**config.mk**
```make
export PLATFORM = sky130hd
export DESIGN_NAME = apu_top
export DESIGN_NICKNAME = d
export VERILOG_FILES = /design/src/apu_pkg.sv /design/src/apu_clock_gen.sv /design/src/apu_control.sv /design/src/apu_mixer.sv /design/src/apu_tone_chan.sv /design/src/apu_top.sv
export VERILOG_INCLUDE_DIRS = /design/src
export SDC_FILE = /design/constraint.sdc
export NUM_CORES = 1
export LEC_CHECK = 0
export BUFFER_PORTS_ARGS = -buffer_cell sky130_fd_sc_hd__buf_2
export CAP_MARGIN = 20
export CORE_MARGIN = 2
export CORE_UTILIZATION = 45
export DETAILED_ROUTE_END_ITERATION = 8
export PLACE_DENSITY_LB_ADDON = 0.2
export RECOVER_POWER = 100
export SETUP_SLACK_MARGIN = 0.1
export SLEW_MARGIN = 20
export SYNTH_ARGS = -nofsm -noshare
export SYNTH_HDL_FRONTEND = slang
export SYNTH_SLANG_ARGS = --single-unit
```
**constraint.sdc**
```tcl
create_clock -name apuv_4mhz -period 6.12 [get_ports apuv_4mhz]
set_clock_uncertainty 0.15 [all_clocks]
set_input_delay 0.918 -clock apuv_4mhz [delete_from_list [all_inputs] [get_ports apuv_4mhz]]
set_output_delay 0.918 -clock apuv_4mhz [all_outputs]
set_load 0.05 [all_outputs]
```
**src/apu_consts.svh**
```systemverilog
`ifndef APU_CONSTS_SVH
`define APU_CONSTS_SVH

// master registers, low address byte.
`define APU_NR50 8'h24 // master volume and external input enables.
`define APU_NR51 8'h25 // channel panning.
`define APU_NR52 8'h26 // power and channel status.

// channel register bases, four registers each at base+0 to base+3.
`define APU_CH1_BASE 8'h11
`define APU_CH2_BASE 8'h16
`define APU_CH3_BASE 8'h1B
`define APU_CH4_BASE 8'h20

// NR52 fields.
`define APU_PWR_BIT 7
`define APU_NR52_FILL 3'b111 // unused bits 6 to 4 read high.

// channel base+3 fields.
`define APU_TRIG_BIT 7
`define APU_LEN_EN_BIT 6

// test mode frame tick, in apuv_4mhz cycles.
`define APU_FAST_DIV 16

`endif

```
**src/apu_pkg.sv**
```systemverilog
package apu_pkg;

	// channel output level, 0 to 15.
	typedef logic [3:0] level_t;

	// master volume per side, gain is value + 1.
	typedef logic [2:0] mvol_t;

	// scaled side output, 4 * 15 * 8 = 480 at most.
	typedef logic [8:0] mix_t;

	// frame sequencer step number.
	typedef logic [2:0] step_t;

endpackage

```
**src/apu_clock_gen.sv**
```systemverilog
`timescale 1ns/1ns
`include "apu_consts.svh"

module apu_clock_gen
	import apu_pkg::*;
(
	input  logic  apuv_4mhz,
	input  logic  rst_n,
	input  logic  frame_tick,
	input  logic  test_mode,
	output logic  en_2mhz,
	output logic  en_1mhz,
	output logic  len_tick,
	output step_t frame_step
);

	localparam int FAST_W = $clog2(`APU_FAST_DIV);

	logic [1:0] div;
	logic [FAST_W-1:0] fast_cnt;
	logic fast_tick;
	logic seq_tick;

	// 4 MHz down to 2 and 1 MHz enables.
	always_ff @(posedge apuv_4mhz) begin
		if (!rst_n) begin
			div <= '0;
		end else begin
			div <= div + 2'd1;
		end
	end

	assign en_2mhz = div[0];
	assign en_1mhz = &div; // one in four.

	// fast frame tick for test mode.
	always_ff @(posedge apuv_4mhz) begin
		if (!rst_n || fast_tick) begin
			fast_cnt <= '0;
		end else begin
			fast_cnt <= fast_cnt + FAST_W'(1);
		end
	end

	assign fast_tick = (fast_cnt == FAST_W'(`APU_FAST_DIV - 1));
	assign seq_tick  = test_mode ? fast_tick : frame_tick;

	// length clock on every even step.
	always_ff @(posedge apuv_4mhz) begin
		if (!rst_n) begin
			frame_step <= '0;
			len_tick   <= 1'b0;
		end else begin
			len_tick <= seq_tick && !frame_step[0];
			if (seq_tick) begin
				frame_step <= frame_step + step_t'(1);
			end
		end
	end

endmodule

```
**src/apu_control.sv**
```systemverilog
`timescale 1ns/1ns
`include "apu_consts.svh"

module apu_control
	import apu_pkg::*;
(
	input  logic       apuv_4mhz,
	input  logic       rst_n,
	input  logic [7:0] addr,
	input  logic       wr,
	input  logic [7:0] wdata,
	input  logic       rd,
	input  logic [3:0] ch_active,
	output logic [7:0] rdata,
	output logic       chan_rst_n,
	output logic [7:0] panning,
	output mvol_t      vol_l,
	output mvol_t      vol_r
);

	logic power;
	logic [7:0] nr50;
	logic [7:0] nr51;
	logic wr_nr50;
	logic wr_nr51;
	logic wr_nr52;
	logic pwr_off;

	// only NR52 is writable with power off.
	assign wr_nr52 = wr && (addr == `APU_NR52);
	assign wr_nr50 = wr && power && (addr == `APU_NR50);
	assign wr_nr51 = wr && power && (addr == `APU_NR51);
	assign pwr_off = wr_nr52 && !wdata[`APU_PWR_BIT];

	always_ff @(posedge apuv_4mhz) begin
		if (!rst_n) begin
			power <= 1'b0;
		end else if (wr_nr52) begin
			power <= wdata[`APU_PWR_BIT];
		end
	end

	// master volume, bits 7 and 3 are the external input enables.
	always_ff @(posedge apuv_4mhz) begin
		if (!rst_n || pwr_off) begin
			nr50 <= '0;
		end else if (wr_nr50) begin
			nr50 <= wdata;
		end
	end

	always_ff @(posedge apuv_4mhz) begin
		if (!rst_n || pwr_off) begin
			nr51 <= '0;
		end else if (wr_nr51) begin
			nr51 <= wdata;
		end
	end

	// power off holds the channels and mixer in reset.
	assign chan_rst_n = rst_n && power;

	assign panning = nr51;
	assign vol_l   = nr50[6:4];
	assign vol_r   = nr50[2:0];

	// registered readback.
	always_ff @(posedge apuv_4mhz) begin
		if (!rst_n) begin
			rdata <= '0;
		end else if (rd) begin
			case (addr)
				`APU_NR50: rdata <= nr50;
				`APU_NR51: rdata <= nr51;
				`APU_NR52: rdata <= {power, `APU_NR52_FILL, ch_active};
				default:   rdata <= '0;
			endcase
		end else begin
			rdata <= '0;
		end
	end

endmodule

```
**src/apu_mixer.sv**
```systemverilog
`timescale 1ns/1ns

module apu_mixer
	import apu_pkg::*;
(
	input  logic       apuv_4mhz,
	input  logic       chan_rst_n,
	input  level_t     lvl1,
	input  level_t     lvl2,
	input  level_t     lvl3,
	input  level_t     lvl4,
	input  logic [7:0] panning,
	input  mvol_t      vol_l,
	input  mvol_t      vol_r,
	output mix_t       mix_l,
	output mix_t       mix_r
);

	// sel[0] picks channel 1, sel[3] channel 4.
	function automatic mix_t side_mix(
		input logic [3:0] sel,
		input level_t     l1,
		input level_t     l2,
		input level_t     l3,
		input level_t     l4,
		input mvol_t      vol
	);
		logic [5:0] sum;
		logic [3:0] gain;
		logic [9:0] prod;
		sum = '0;
		if (sel[0]) sum = sum + 6'(l1);
		if (sel[1]) sum = sum + 6'(l2);
		if (sel[2]) sum = sum + 6'(l3);
		if (sel[3]) sum = sum + 6'(l4);
		gain = 4'(vol) + 4'd1; // 1 to 8.
		prod = 10'(sum) * 10'(gain);
		return mix_t'(prod);
	endfunction

	mix_t next_l;
	mix_t next_r;

	assign next_l = side_mix(panning[7:4], lvl1, lvl2, lvl3, lvl4, vol_l);
	assign next_r = side_mix(panning[3:0], lvl1, lvl2, lvl3, lvl4, vol_r);

	// one cycle output lag.
	always_ff @(posedge apuv_4mhz) begin
		if (!chan_rst_n) begin
			mix_l <= '0;
			mix_r <= '0;
		end else begin
			mix_l <= next_l;
			mix_r <= next_r;
		end
	end

endmodule

```
**src/apu_tone_chan.sv**
```systemverilog
`timescale 1ns/1ns
`include "apu_consts.svh"

module apu_tone_chan
	import apu_pkg::*;
#(
	parameter logic [7:0] BASE     = `APU_CH1_BASE,
	parameter int         LEN_BITS = 6
)(
	input  logic       apuv_4mhz,
	input  logic       chan_rst_n,
	input  logic [7:0] addr,
	input  logic       wr,
	input  logic [7:0] wdata,
	input  logic       en_1mhz,
	input  logic       len_tick,
	output level_t     level,
	output logic       active
);

	logic sel_len;
	logic sel_vol;
	logic sel_per;
	logic sel_ctl;
	logic trigger;
	logic [LEN_BITS-1:0] len_load;
	logic [LEN_BITS-1:0] len_cnt;
	level_t vol;
	logic [7:0] period;
	logic [7:0] div_cnt;
	logic len_en;
	logic phase;

	assign sel_len = wr && (addr == BASE);
	assign sel_vol = wr && (addr == BASE + 8'd1);
	assign sel_per = wr && (addr == BASE + 8'd2);
	assign sel_ctl = wr && (addr == BASE + 8'd3);
	assign trigger = sel_ctl && wdata[`APU_TRIG_BIT];

	always_ff @(posedge apuv_4mhz) begin
		if (!chan_rst_n) begin
			len_load <= '0;
			vol      <= '0;
			period   <= '0;
			len_en   <= 1'b0;
		end else begin
			if (sel_len) len_load <= wdata[LEN_BITS-1:0];
			if (sel_vol) vol <= wdata[7:4];
			if (sel_per) period <= wdata;
			if (sel_ctl) len_en <= wdata[`APU_LEN_EN_BIT];
		end
	end

	// length counts up, wrap ends the note.
	always_ff @(posedge apuv_4mhz) begin
		if (!chan_rst_n) begin
			active  <= 1'b0;
			len_cnt <= '0;
		end else if (trigger) begin
			active  <= (vol != '0); // silent volume never starts.
			len_cnt <= len_load;
		end else if (active && len_en && len_tick) begin
			len_cnt <= len_cnt + LEN_BITS'(1);
			if (len_cnt == '1) begin
				active <= 1'b0;
			end
		end
	end

	// square wave, phase flips every period+1 enables.
	always_ff @(posedge apuv_4mhz) begin
		if (!chan_rst_n) begin
			div_cnt <= '0;
			phase   <= 1'b0;
		end else if (trigger) begin
			div_cnt <= '0;
			phase   <= 1'b1; // start on the high half.
		end else if (en_1mhz) begin
			if (div_cnt == period) begin
				div_cnt <= '0;
				phase   <= !phase;
			end else begin
				div_cnt <= div_cnt + 8'd1;
			end
		end
	end

	assign level = (active && phase) ? vol : '0;

endmodule

```
**src/apu_top.sv**
```systemverilog
`timescale 1ns/1ns
`include "apu_consts.svh"

module apu_top
	import apu_pkg::*;
(
	input  logic       apuv_4mhz,
	input  logic       rst_n,
	input  logic [7:0] addr,
	input  logic       wr,
	input  logic [7:0] wdata,
	input  logic       rd,
	output logic [7:0] rdata,
	input  logic       frame_tick,
	input  logic       test_mode,
	output mix_t       mix_l,
	output mix_t       mix_r,
	output logic [3:0] ch_active
);

	logic en_1mhz;
	logic len_tick;
	logic chan_rst_n;
	logic [7:0] panning;
	mvol_t vol_l;
	mvol_t vol_r;
	level_t lvl1;
	level_t lvl2;
	level_t lvl3;
	level_t lvl4;

	// 2 MHz and step number have no user without sweep and envelope.
	apu_clock_gen clk_gen_i (
		.apuv_4mhz  (apuv_4mhz),
		.rst_n      (rst_n),
		.frame_tick (frame_tick),
		.test_mode  (test_mode),
		.en_2mhz    (),
		.en_1mhz    (en_1mhz),
		.len_tick   (len_tick),
		.frame_step ()
	);

	apu_control ctrl_i (
		.apuv_4mhz  (apuv_4mhz),
		.rst_n      (rst_n),
		.addr       (addr),
		.wr         (wr),
		.wdata      (wdata),
		.rd         (rd),
		.ch_active  (ch_active),
		.rdata      (rdata),
		.chan_rst_n (chan_rst_n),
		.panning    (panning),
		.vol_l      (vol_l),
		.vol_r      (vol_r)
	);

	apu_tone_chan #(.BASE(`APU_CH1_BASE), .LEN_BITS(6)) ch1_i (
		.apuv_4mhz (apuv_4mhz), .chan_rst_n (chan_rst_n),
		.addr (addr), .wr (wr), .wdata (wdata),
		.en_1mhz (en_1mhz), .len_tick (len_tick),
		.level (lvl1), .active (ch_active[0])
	);

	apu_tone_chan #(.BASE(`APU_CH2_BASE), .LEN_BITS(6)) ch2_i (
		.apuv_4mhz (apuv_4mhz), .chan_rst_n (chan_rst_n),
		.addr (addr), .wr (wr), .wdata (wdata),
		.en_1mhz (en_1mhz), .len_tick (len_tick),
		.level (lvl2), .active (ch_active[1])
	);

	apu_tone_chan #(.BASE(`APU_CH3_BASE), .LEN_BITS(8)) ch3_i (
		.apuv_4mhz (apuv_4mhz), .chan_rst_n (chan_rst_n),
		.addr (addr), .wr (wr), .wdata (wdata),
		.en_1mhz (en_1mhz), .len_tick (len_tick),
		.level (lvl3), .active (ch_active[2])
	);

	apu_tone_chan #(.BASE(`APU_CH4_BASE), .LEN_BITS(6)) ch4_i (
		.apuv_4mhz (apuv_4mhz), .chan_rst_n (chan_rst_n),
		.addr (addr), .wr (wr), .wdata (wdata),
		.en_1mhz (en_1mhz), .len_tick (len_tick),
		.level (lvl4), .active (ch_active[3])
	);

	apu_mixer mixer_i (
		.apuv_4mhz  (apuv_4mhz),
		.chan_rst_n (chan_rst_n),
		.lvl1       (lvl1),
		.lvl2       (lvl2),
		.lvl3       (lvl3),
		.lvl4       (lvl4),
		.panning    (panning),
		.vol_l      (vol_l),
		.vol_r      (vol_r),
		.mix_l      (mix_l),
		.mix_r      (mix_r)
	);

endmodule

```
# ---- After elaboration in Yosys (flattened, before gate mapping)
# Cells that the tools add are included.
dict set report op_classes {
  n_bitwise 1
  n_mul 2
  add_sub_neg 19
  n_reduce_logical 82
  muxes 50
  eq_ne 28
}
# operator n
set ops {}
lappend ops {{== test 8 x 5 -> 1 bit (second input constant)} 12}
lappend ops {{two-way mux 6 bit} 12}
lappend ops {{== test 8 x 6 -> 1 bit (second input constant)} 7}
lappend ops {{two-way mux 8 bit} 6}
lappend ops {{adder 8 x 1 -> 8 bit (second input constant)} 5}
lappend ops {{logical AND 1 bit} 39}
lappend ops {{== test 8 bit} 4}
lappend ops {{nonzero test 2 bit} 16}
lappend ops {{two-way mux 1 bit} 25}
lappend ops {{adder 6 x 4 -> 6 bit} 4}
lappend ops {{two-way mux 4 bit} 6}
lappend ops {{case mux 8 bit (3 select lines)} 1}
lappend ops {{AND reduction 2 bit} 10}
lappend ops {{adder 6 x 1 -> 6 bit (second input constant)} 3}
lappend ops {{== test 6 bit (second input constant)} 3}
lappend ops {{multiplier 6 x 4 -> 9 bit} 2}
lappend ops {{nonzero test 4 bit} 4}
lappend ops {{adder 4 x 4 -> 5 bit} 2}
lappend ops {{adder 3 x 1 -> 4 bit (second input constant)} 2}
lappend ops {{== test 8 bit (second input constant)} 1}
lappend ops {{OR reduction 2 bit} 4}
lappend ops {{zero test 1 bit} 7}
lappend ops {{adder 4 x 1 -> 4 bit (second input constant)} 1}
lappend ops {{== test 4 bit (second input constant)} 1}
lappend ops {{4 further kinds} 5}
dict set report totals {
  ff_bits 197
  input_bits 22
  wordCells 224
  output_inout_bits 30
}

# ---- Logic depth before layout (Yosys ltp)
# Gate-level depths: netlist (run 1).
dict set report depth {
  ltp_word 10
  mapped_depth 29
  mapped_depth_nobuf 29
}

# ---- Cells and area by module
# A second synthesis (run 1) with hierarchy kept.
dict set report unflattened {
  hier_cells 1259
  area_unflattened_um2 11653.7
}
# module seq_area_each_um2 n_inst area_each_um2 cells_per_inst
set by_module_without_submodules {}
lappend by_module_without_submodules {apu_mixer 360.3 1 3056.7 356}
lappend by_module_without_submodules {{apu_tone_chan (ch3_i)} 780.7 1 1846.8 193}
lappend by_module_without_submodules {{apu_tone_chan (ch1_i)} 700.7 1 1734.2 178}
lappend by_module_without_submodules {{apu_tone_chan (ch2_i)} 700.7 1 1704.1 177}
lappend by_module_without_submodules {{apu_tone_chan (ch4_i)} 700.7 1 1644.1 175}
lappend by_module_without_submodules {apu_control 500.5 1 1239.9 135}
lappend by_module_without_submodules {apu_clock_gen 200.2 1 427.9 45}

# ---- Worst setup path before layout (run 1)
# OpenSTA, ideal clock, no wires.
dict set report synth_timing {
  path_kind {register to register}
  from {reg ch1_i.active}
  to {reg mixer_i.mix_r[8]}
  t_required_ns 5.898
  setup_slack_ns -0.103
  setup_time_ns 0.072
  synth_period_minus_slack_ns 6.223
  path_stages_with_launch 26
  path_buffers 0
  arrival_ns 6.002
  path_cell_list {dfxtp_1 and3_1 and2_1 ha_1 fa_1 nand2_1 o21ai_0 inv_1 fa_1 xnor2_1 mux2_2 ha_1 nor2b_1 o21ai_0 o21ai_0 or2_2 fa_1 fa_1 inv_1 fa_1 a21o_1 a21oi_1 nand4b_1 o41ai_1 or3_1 mux2i_1}
}
dict set report synth_between {
  elab_chain_len 10
}
# element line_no
set synth_lines {}
lappend synth_lines {{start: declaration} apu_tone_chan.sv:18} ;# output logic active
lappend synth_lines {{start signal: assignment} apu_tone_chan.sv:60} ;# active <= (vol != '0);
lappend synth_lines {{logical AND 1 bit *} apu_tone_chan.sv:88} ;# assign level = (active && phase) ? vol : '0;
lappend synth_lines {{two-way mux 4 bit *} apu_tone_chan.sv:88}
lappend synth_lines {{two-way mux 4 bit *} apu_mixer.sv:32} ;# if (sel[0]) sum = sum + 6'(l1);
lappend synth_lines {{adder 4 x 4 -> 5 bit} apu_mixer.sv:33} ;# if (sel[1]) sum = sum + 6'(l2);
lappend synth_lines {{two-way mux 6 bit *} apu_mixer.sv:33}
lappend synth_lines {{adder 6 x 4 -> 6 bit} apu_mixer.sv:34} ;# if (sel[2]) sum = sum + 6'(l3);
lappend synth_lines {{two-way mux 6 bit *} apu_mixer.sv:34}
lappend synth_lines {{adder 6 x 4 -> 6 bit} apu_mixer.sv:35} ;# if (sel[3]) sum = sum + 6'(l4);
lappend synth_lines {{two-way mux 6 bit *} apu_mixer.sv:35}
lappend synth_lines {{multiplier 6 x 4 -> 9 bit *} apu_mixer.sv:37} ;# prod = 10'(sum) * 10'(gain);
lappend synth_lines {{end signal: assignment} apu_mixer.sv:54} ;# mix_r <= next_r;
lappend synth_lines {{end: declaration} apu_mixer.sv:16} ;# output mix_t mix_r
# Mark *: on every way between the ends. The rest lies on a longest branch, timed or not.
# A chain may end at the register's enable or synchronous reset.

# ---- Worst setup path in the final report (run 1)
dict set report layout_timing {
  from {reg ch1_i.phase}
  to {reg mixer_i.mix_l[8]}
}
dict set report layout_between {
  elab_chain_len 10
}
# element line_no
set layout_lines {}
lappend layout_lines {{start: declaration} apu_tone_chan.sv:32} ;# logic phase;
lappend layout_lines {{start signal: assignment} apu_tone_chan.sv:81} ;# phase <= !phase;
lappend layout_lines {{logical AND 1 bit *} apu_tone_chan.sv:88}
lappend layout_lines {{two-way mux 4 bit *} apu_tone_chan.sv:88}
lappend layout_lines {{two-way mux 4 bit *} apu_mixer.sv:32}
lappend layout_lines {{adder 4 x 4 -> 5 bit} apu_mixer.sv:33}
lappend layout_lines {{two-way mux 6 bit *} apu_mixer.sv:33}
lappend layout_lines {{adder 6 x 4 -> 6 bit} apu_mixer.sv:34}
lappend layout_lines {{two-way mux 6 bit *} apu_mixer.sv:34}
lappend layout_lines {{adder 6 x 4 -> 6 bit} apu_mixer.sv:35}
lappend layout_lines {{two-way mux 6 bit *} apu_mixer.sv:35}
lappend layout_lines {{multiplier 6 x 4 -> 9 bit *} apu_mixer.sv:37}
lappend layout_lines {{end signal: assignment} apu_mixer.sv:53} ;# mix_l <= next_l;
lappend layout_lines {{end: declaration} apu_mixer.sv:15} ;# output mix_t mix_l,
# Marked as above.

==> summary.md, run 1 <==
| Metric | Value |
|---|---|
| Status | `finished, final reports clean` |
| Leak | `between 4 and 5 nW` |
| Crit path max-delay family | `adder cells` |
| # rows | `56` |
| Count of input and output buffers | `51` |
| Layout Nets | `1389` |
| Average size of a mapped cell | `between 8 and 9 µm²` |
| Vias per std cell | `between 5 and 6` |
| RSZ-0062 raised after global routing | `yes` |
| Post-synth EDFFs | `0` |
| Area Growth Syn to Fin | `17.2%` |
| Asr flop ratio synth | `0` |
| Slew margin rel. | `0.421` |
| Synth top area share | `0.359` |
| Initial antenna violation count | `0` |
| R2R Setup Slk | `0.12 ns` |
| I/O Pins | `52` |
| Worst Path Buf+Inv | `2` |
| Arrival time worst endpoint | `6.22 ns` |
| Synth Instances | `around 1200` |
| Period minus WS final | `around 6 ns` |
| RR Startpoint | `ch1_i.phase` |
| Register bit total from synthesis | `between 150 and 200` |
| Die area | `~25000 µm²` |
| Chip Width | `159 µm` |
| Max Slew Vio Count | `0` |
| 1st-pass router iterations | `5` |
| Period utilization | `0.980` |
| Fmax | `approximately 170 MHz` |
| Met3 routed WL | `904 µm` |
| HPWL after DPL | `~18 mm` |
| Ys Warns | `0` |
| Most frequent cells in the layout | `nor2_1, dfxtp_1, mux2i_1, xnor2_1, buf_4` |
| WP depth | `23` |
| Die height | `159 µm` |
| Met1 WL | `12.2 mm` |
| Reg2reg end | `mixer_i.mix_l[8]` |
| Max cap viols | `0` |
| Max incr delay on CP | `~0.57 ns` |
| Overall routing resource usage | `0.203` |
| CTS tree | `yes` |
| PD cells | `195 nW/µm²` |
| Clock-pin slew on the worst setup and hold paths | `about 0.080 ns` |
| Final Hold Fails | `0` |
| Crit path kind | `register to register` |
| Clock Path Buffers | `2` |
| Worst path cell trace | `and3_4 -> and2_4 -> ha_4 -> fa_2 -> nand2_2 -> o21ai_4 -> inv_2 -> fa_2 -> nand2_1 -> o21ai_2 -> fa_1 -> mux2_2 -> or2_2 -> fa_1 -> fa_1 -> inv_2 -> fa_2 -> a21o_1 -> a21oi_4 -> nand4b_1 -> o41ai_2 -> or3_1 -> mux2i_1` |
| Diode count | `0` |
| Clk root buf | `clkbuf_16` |
| Setup TNS Final | `0 ns` |
| WL met2 | `roughly 12 mm` |
| Largest net degree at the start of global routing | `74` |
| Cts bufs inserted | `17` |
| Slew @ Worst Pin | `approximately 0.87 ns` |
| DRT iter0 DRCs | `413` |
| Filler instances | `about 2300` |
| Final estimated routing congestion in global placement | `about 0.87` |
| Ys flop type | `dfxtp_1` |
| Slowest stage cell, crit path | `fa_1` |
| Highest metal used | `met4` |
| CTS Hold Bufs | `0` |
| Most common cell after layout, fill and taps aside | `nor2_1` |
| Placed cell count | `roughly 1600` |
| Mapped Area | `10900 µm²` |
| # H-tree levels | `4` |
| CTS Sinks | `~200` |
| CP Data Required Time | `between 6 and 7 ns` |
| Yosys top cell by area | `dfxtp_1` |
| Crit path launch | `ch1_i.phase` |
| Final setup viols | `0` |
| Sequential cell area fraction in the yosys report | `0.359` |
| Worst r2r path cells | `23` |
| HP Class | `register to register` |
| Worst VDD drop | `approximately 170 µV` |
| DRC Markers | `0` |
| Clock Latency Late Sink | `0.44 ns` |
| Type of origin of the critical path | `register` |
| WL final | `around 26 mm` |
| Worst-path maximum fanout | `3` |
| Critical Path Sink | `mixer_i.mix_l[8]` |
| Synth cell types | `between 70 and 80` |
| Initial core utilization | `0.460` |
| Core Area | `around 24000 µm²` |
| Worst Setup End Kind | `register` |
| Mapped Nets | `between 1000 and 1500` |
| Share of cells above drive strength 1 | `0.186` |
| Average wire per standard cell | `approximately 16 µm` |
| Non-Filler Instances | `1618` |
| Via Count | `8486` |
| Ranking of synthesized cells by area | `dfxtp_1, mux2i_1, nor2_1, ha_1, xnor2_1` |
| First-pass GRT wire length | `approximately 42 mm` |
| Remaining global-route overflow | `0` |
| Vias in the first global route | `about 8000` |
| Post-route ant nets | `0` |
worst min path at each step:
stage / startpoint / to / slack (ns) / depth (start not counted)
finish: clk_gen_i.div[0] / clk_gen_i.div[0] / 0.28 / 1
global route: clk_gen_i.div[0] / clk_gen_i.div[0] / 0.29 / 1
CTS: clk_gen_i.div[0] / clk_gen_i.div[0] / 0.28 / 1
detailed placement: clk_gen_i.div[0] / clk_gen_i.div[0] / 0.26 / 1
global placement: clk_gen_i.div[0] / clk_gen_i.div[0] / 0.26 / 1
floorplan: clk_gen_i.div[0] / clk_gen_i.div[0] / 0.25 / 1
layout make-up:
type                    instances  area (µm²)  area share
clock buffers                  17         425      0.0334
clock inverters                15         186      0.0146
inverters                      53         204      0.0160
multi-input cells             904        6900       0.542
flip-flops and latches        195        3910       0.307
well taps                     319         399      0.0314
repair buffers                115         704      0.0553
power breakdown:
group	total (mW)	internal, mW	switching (mW)
combinational	0.0649	0.0180	0.0469
clock	1.14	0.557	0.582
sequential	1.27	1.27	0.00353
total	2.48	1.85	0.632
cells in the mapped netlist, types with 8 or more instances:
cell	count
nor2_1	220
dfxtp_1	195
mux2i_1	102
xnor2_1	68
ha_1	59
nand2_1	55
inv_1	52
xor2_1	46
clkbuf_1	40
a21oi_1	37
nand3_1	37
a211oi_1	33
o21ai_0	26
nand4_1	23
and3_1	22
fa_1	22
nor2b_1	16
and2_1	15
or2_2	14
a21o_1	9
nand2b_1	9
nor3_1	9
mux2_2	8
kinds of logic after synthesis:
| family | Yosys count | synth area share |
|---|---|---|
| flops | 195 | 0.359 |
| compound gates | 135 | 0.0826 |
| simple gates | 462 | 0.209 |
| fa+ha+maj | 82 | 0.109 |
| buf+inv | 113 | 0.0441 |
| mux | 110 | 0.102 |
| xor+xnor | 115 | 0.0934 |
what timing repair did:
item                                    CTS  global route
pin swaps                                29            54
endpoints found under the setup margin    3             7
setup buffers                            11             9
gates resized for setup                  35            59
through the flow:
stage	util	hold slack [ns]	power [mW]	cell area [µm²]	worst slack, ns
after floorplan	-	0.246	1.34	10900	0.0849
after detailed placement	0.491	0.264	1.37	11600	-0.107
after global routing	0.539	0.292	2.55	12700	-0.147
final	0.539	0.281	2.48	12700	0.125
after global placement	0.491	0.261	1.37	11600	-0.0265
after CTS	0.528	0.282	2.50	12500	0.103
registers in the layout (all words and copies together) (netlist names), 6 cells and up:
name / cells
ch2_i.len_cnt: 6
ctrl_i.nr50: 8
ch2_i.len_load: 6
ch3_i.period: 8
ch2_i.div_cnt: 8
ch4_i.period: 8
ch3_i.len_load: 8
mixer_i.mix_l: 9
ch1_i.len_cnt: 6
ch4_i.div_cnt: 8
ch3_i.div_cnt: 8
ctrl_i.rdata: 8
ctrl_i.panning: 8
ch1_i.period: 8
ch1_i.len_load: 6
ch2_i.period: 8
ch4_i.len_load: 6
ch3_i.len_cnt: 8
ch1_i.div_cnt: 8
ch4_i.len_cnt: 6
mixer_i.mix_r: 9
per-layer routing:
layer | vias up | GRT usage
met5 | - | 0
met4 | 0 | 0.0471
met3 | 24 | 0.0331
met2 | 146 | 0.351
met1 | 4054 | 0.267
li1 | 4262 | -
(Power assumes the default switching activity.)
==> inputs of run 2 (changes only) <==
Settings changed: PLACE_DENSITY set to 0.7, PLACE_DENSITY_LB_ADDON 0.2 to unset, SYNTH_HIERARCHICAL set to 1.
==> summary.md, run 2 <==
| Metric | Value |
|---|---|
| Status | `finished, violations left` |
| Area Growth Syn to Fin | `13.4%` |
| Worst-path maximum fanout | `4` |
| WL final | `27.5 mm` |
| Worst Setup End Kind | `register` |
| I/O Pins | `52` |
| Overall routing resource usage | `0.204` |
| Final estimated routing congestion in global placement | `0.850` |
| Setup TNS Final | `0 ns` |
| Slew @ Worst Pin | `approximately 2.2 ns` |
| Clock Path Buffers | `2` |
| Crit path kind | `register to register` |
| Average size of a mapped cell | `approximately 9.3 µm²` |
| CTS Sinks | `about 200` |
| Initial core utilization | `0.459` |
| Fmax | `roughly 170 MHz` |
| Mapped Nets | `1352` |
| Type of origin of the critical path | `register` |
| Final Hold Fails | `0` |
| Share of cells above drive strength 1 | `0.145` |
| Most common cell after layout, fill and taps aside | `dfxtp_1` |
| Fin worst setup slack | `about 0.1 ns` |
| Initial antenna violation count | `1` |
| # H-tree levels | `4` |
| Core Area | `between 20000 and 30000 µm²` |
| PD cells | `192 nW/µm²` |
| Mapped Area | `around 12000 µm²` |
| Cts bufs inserted | `17` |
| Combinational share of power | `0.033` |
| # rows | `between 50 and 60` |
| Chip Width | `between 150 and 200 µm` |
| HP Class | `register to register` |
| Violated checks | `capacitance limit, slew limit` |
| Via Count | `9136` |
| Vias per std cell | `~5.6` |
| DRC Markers | `0` |
| Top flop regs | `mixer_i/mix_l (9), mixer_i/mix_r (9)` |
| Fin util | `0.520` |
| Average wire per standard cell | `about 17 µm` |
| Flop pwr share | `0.506` |
| DP Worst Slack | `-0.0291 ns` |
| Final Cell Area | `between 10000 and 15000 µm²` |
| Die height | `between 150 and 200 µm` |
| Leak | `between 4 and 5 nW` |
| Most frequent cells in the layout | `dfxtp_1, nor2_1, mux2i_1, a21oi_1, nand2_1` |
| Synth Instances | `1247` |
| CP Data Required Time | `between 6 and 7 ns` |
| Arrival time worst endpoint | `around 6.2 ns` |
| First-pass GRT wire length | `43.8 mm` |
| Net Switching | `between 0.6 and 0.7 mW` |
| Post-place instance area | `around 12000 µm²` |
| Clk root buf | `clkbuf_16` |
| Post-route ant nets | `0` |
| Int Pwr | `1.87 mW` |
| Ys Warns | `6` |
| Clock-pin slew on the worst setup and hold paths | `around 0.08 ns` |
| Largest net degree at the start of global routing | `40` |
| CTS tree | `yes` |
| Max Slew Vio Count | `9` |
| HPWL after DPL | `18.9 mm` |
| Clk pwr share | `0.461` |
| DRT iter0 DRCs | `roughly 560` |
| Worst-case hold slack | `slightly below 0.3 ns` |
| Die area | `27000 µm²` |
| Remaining global-route overflow | `0` |
| Period minus WS final | `6.02 ns` |
| 1st-pass router iterations | `5` |
| Period utilization | `0.984` |
| Worst VDD drop | `around 160 µV` |
| Max incr delay on CP | `approximately 0.48 ns` |
| Count of input and output buffers | `a little over 50` |
| CTS Hold Bufs | `0` |
| Final setup viols | `0` |
| Slew margin rel. | `-0.453` |
| Sw frac | `0.259` |
| Slowest stage cell, crit path | `fa_1` |
| Vias in the first global route | `between 8000 and 9000` |
| Max cap viols | `1` |
| Clock Latency Late Sink | `roughly 0.45 ns` |
| Layout Nets | `roughly 1400` |
| RSZ-0062 raised after global routing | `yes` |
run 2: timing repair:
| item | CTS | global route |
|---|---|---|
| gates cloned | 0 | 0 |
| resized for setup | 14 | 42 |
| pin swaps | 9 | 35 |
| endpoints found under the setup margin | 2 | 5 |
| buffers inserted | 3 | 10 |
| endpoints found under the hold margin | 0 | 0 |
run 2: layout make-up:
cell class / count / area (µm²)
multi-input combinational: 958 / 7570
inverter: 47 / 176
sequential: 195 / 3910
clock buffer: 18 / 439
fill: 2331 / 12100
timing repair buffer: 77 / 408
clock inverter: 14 / 180
antenna: 1 / 2.50
tap: 330 / 413
run 2: power by group through the flow:
stage	combinational, mW	clock (mW)	sequential (mW)
floorplan	0.0413	0	1.30
global placement	0.0834	0	1.30
detailed placement	0.0843	0	1.30
CTS	0.0849	1.18	1.27
global route	0.0879	1.23	1.27
finish	0.0823	1.16	1.27
run 2: through the flow:
step | power (mW) | cells
after floorplan | 1.34 | 1247
after global placement | 1.39 | 1594
after detailed placement | 1.39 | 1594
after CTS | 2.54 | 1629
after global routing | 2.59 | 1639
final | 2.52 | 1640
run 2: path summary, 6_finish.rpt:
check,from,to,slack [ns],cells after the start
max,ch1_i/active,mixer_i/mix_r[8],0.1,29
min reg2reg,clk_gen_i/div[0],clk_gen_i/div[0],0.29,1
max reg2reg,ch1_i/active,mixer_i/mix_r[8],0.1,29
min,clk_gen_i/div[0],clk_gen_i/div[0],0.29,1
run 2: worst max-delay path: cells and delay by family (launching register included):
kind / cells / cell delay, ns
adder cells (fa/ha/maj): 7 / 2.31
AND/OR/NAND/NOR: 9 / 1.14
AO/OA/AOI/OAI: 5 / 0.98
XOR/XNOR: 4 / 0.71
flip-flops: 1 / 0.36
buffers and inverters: 3 / 0.17
multiplexers: 1 / 0.12
run 2: routing by layer:
metal	vias up	track usage	routed length (µm)
met2	200	0.340	13000
met4	2	0.0546	528
met5	-	0	13
li1	4541	-	-
met1	4350	0.269	12600
met3	43	0.0422	1280
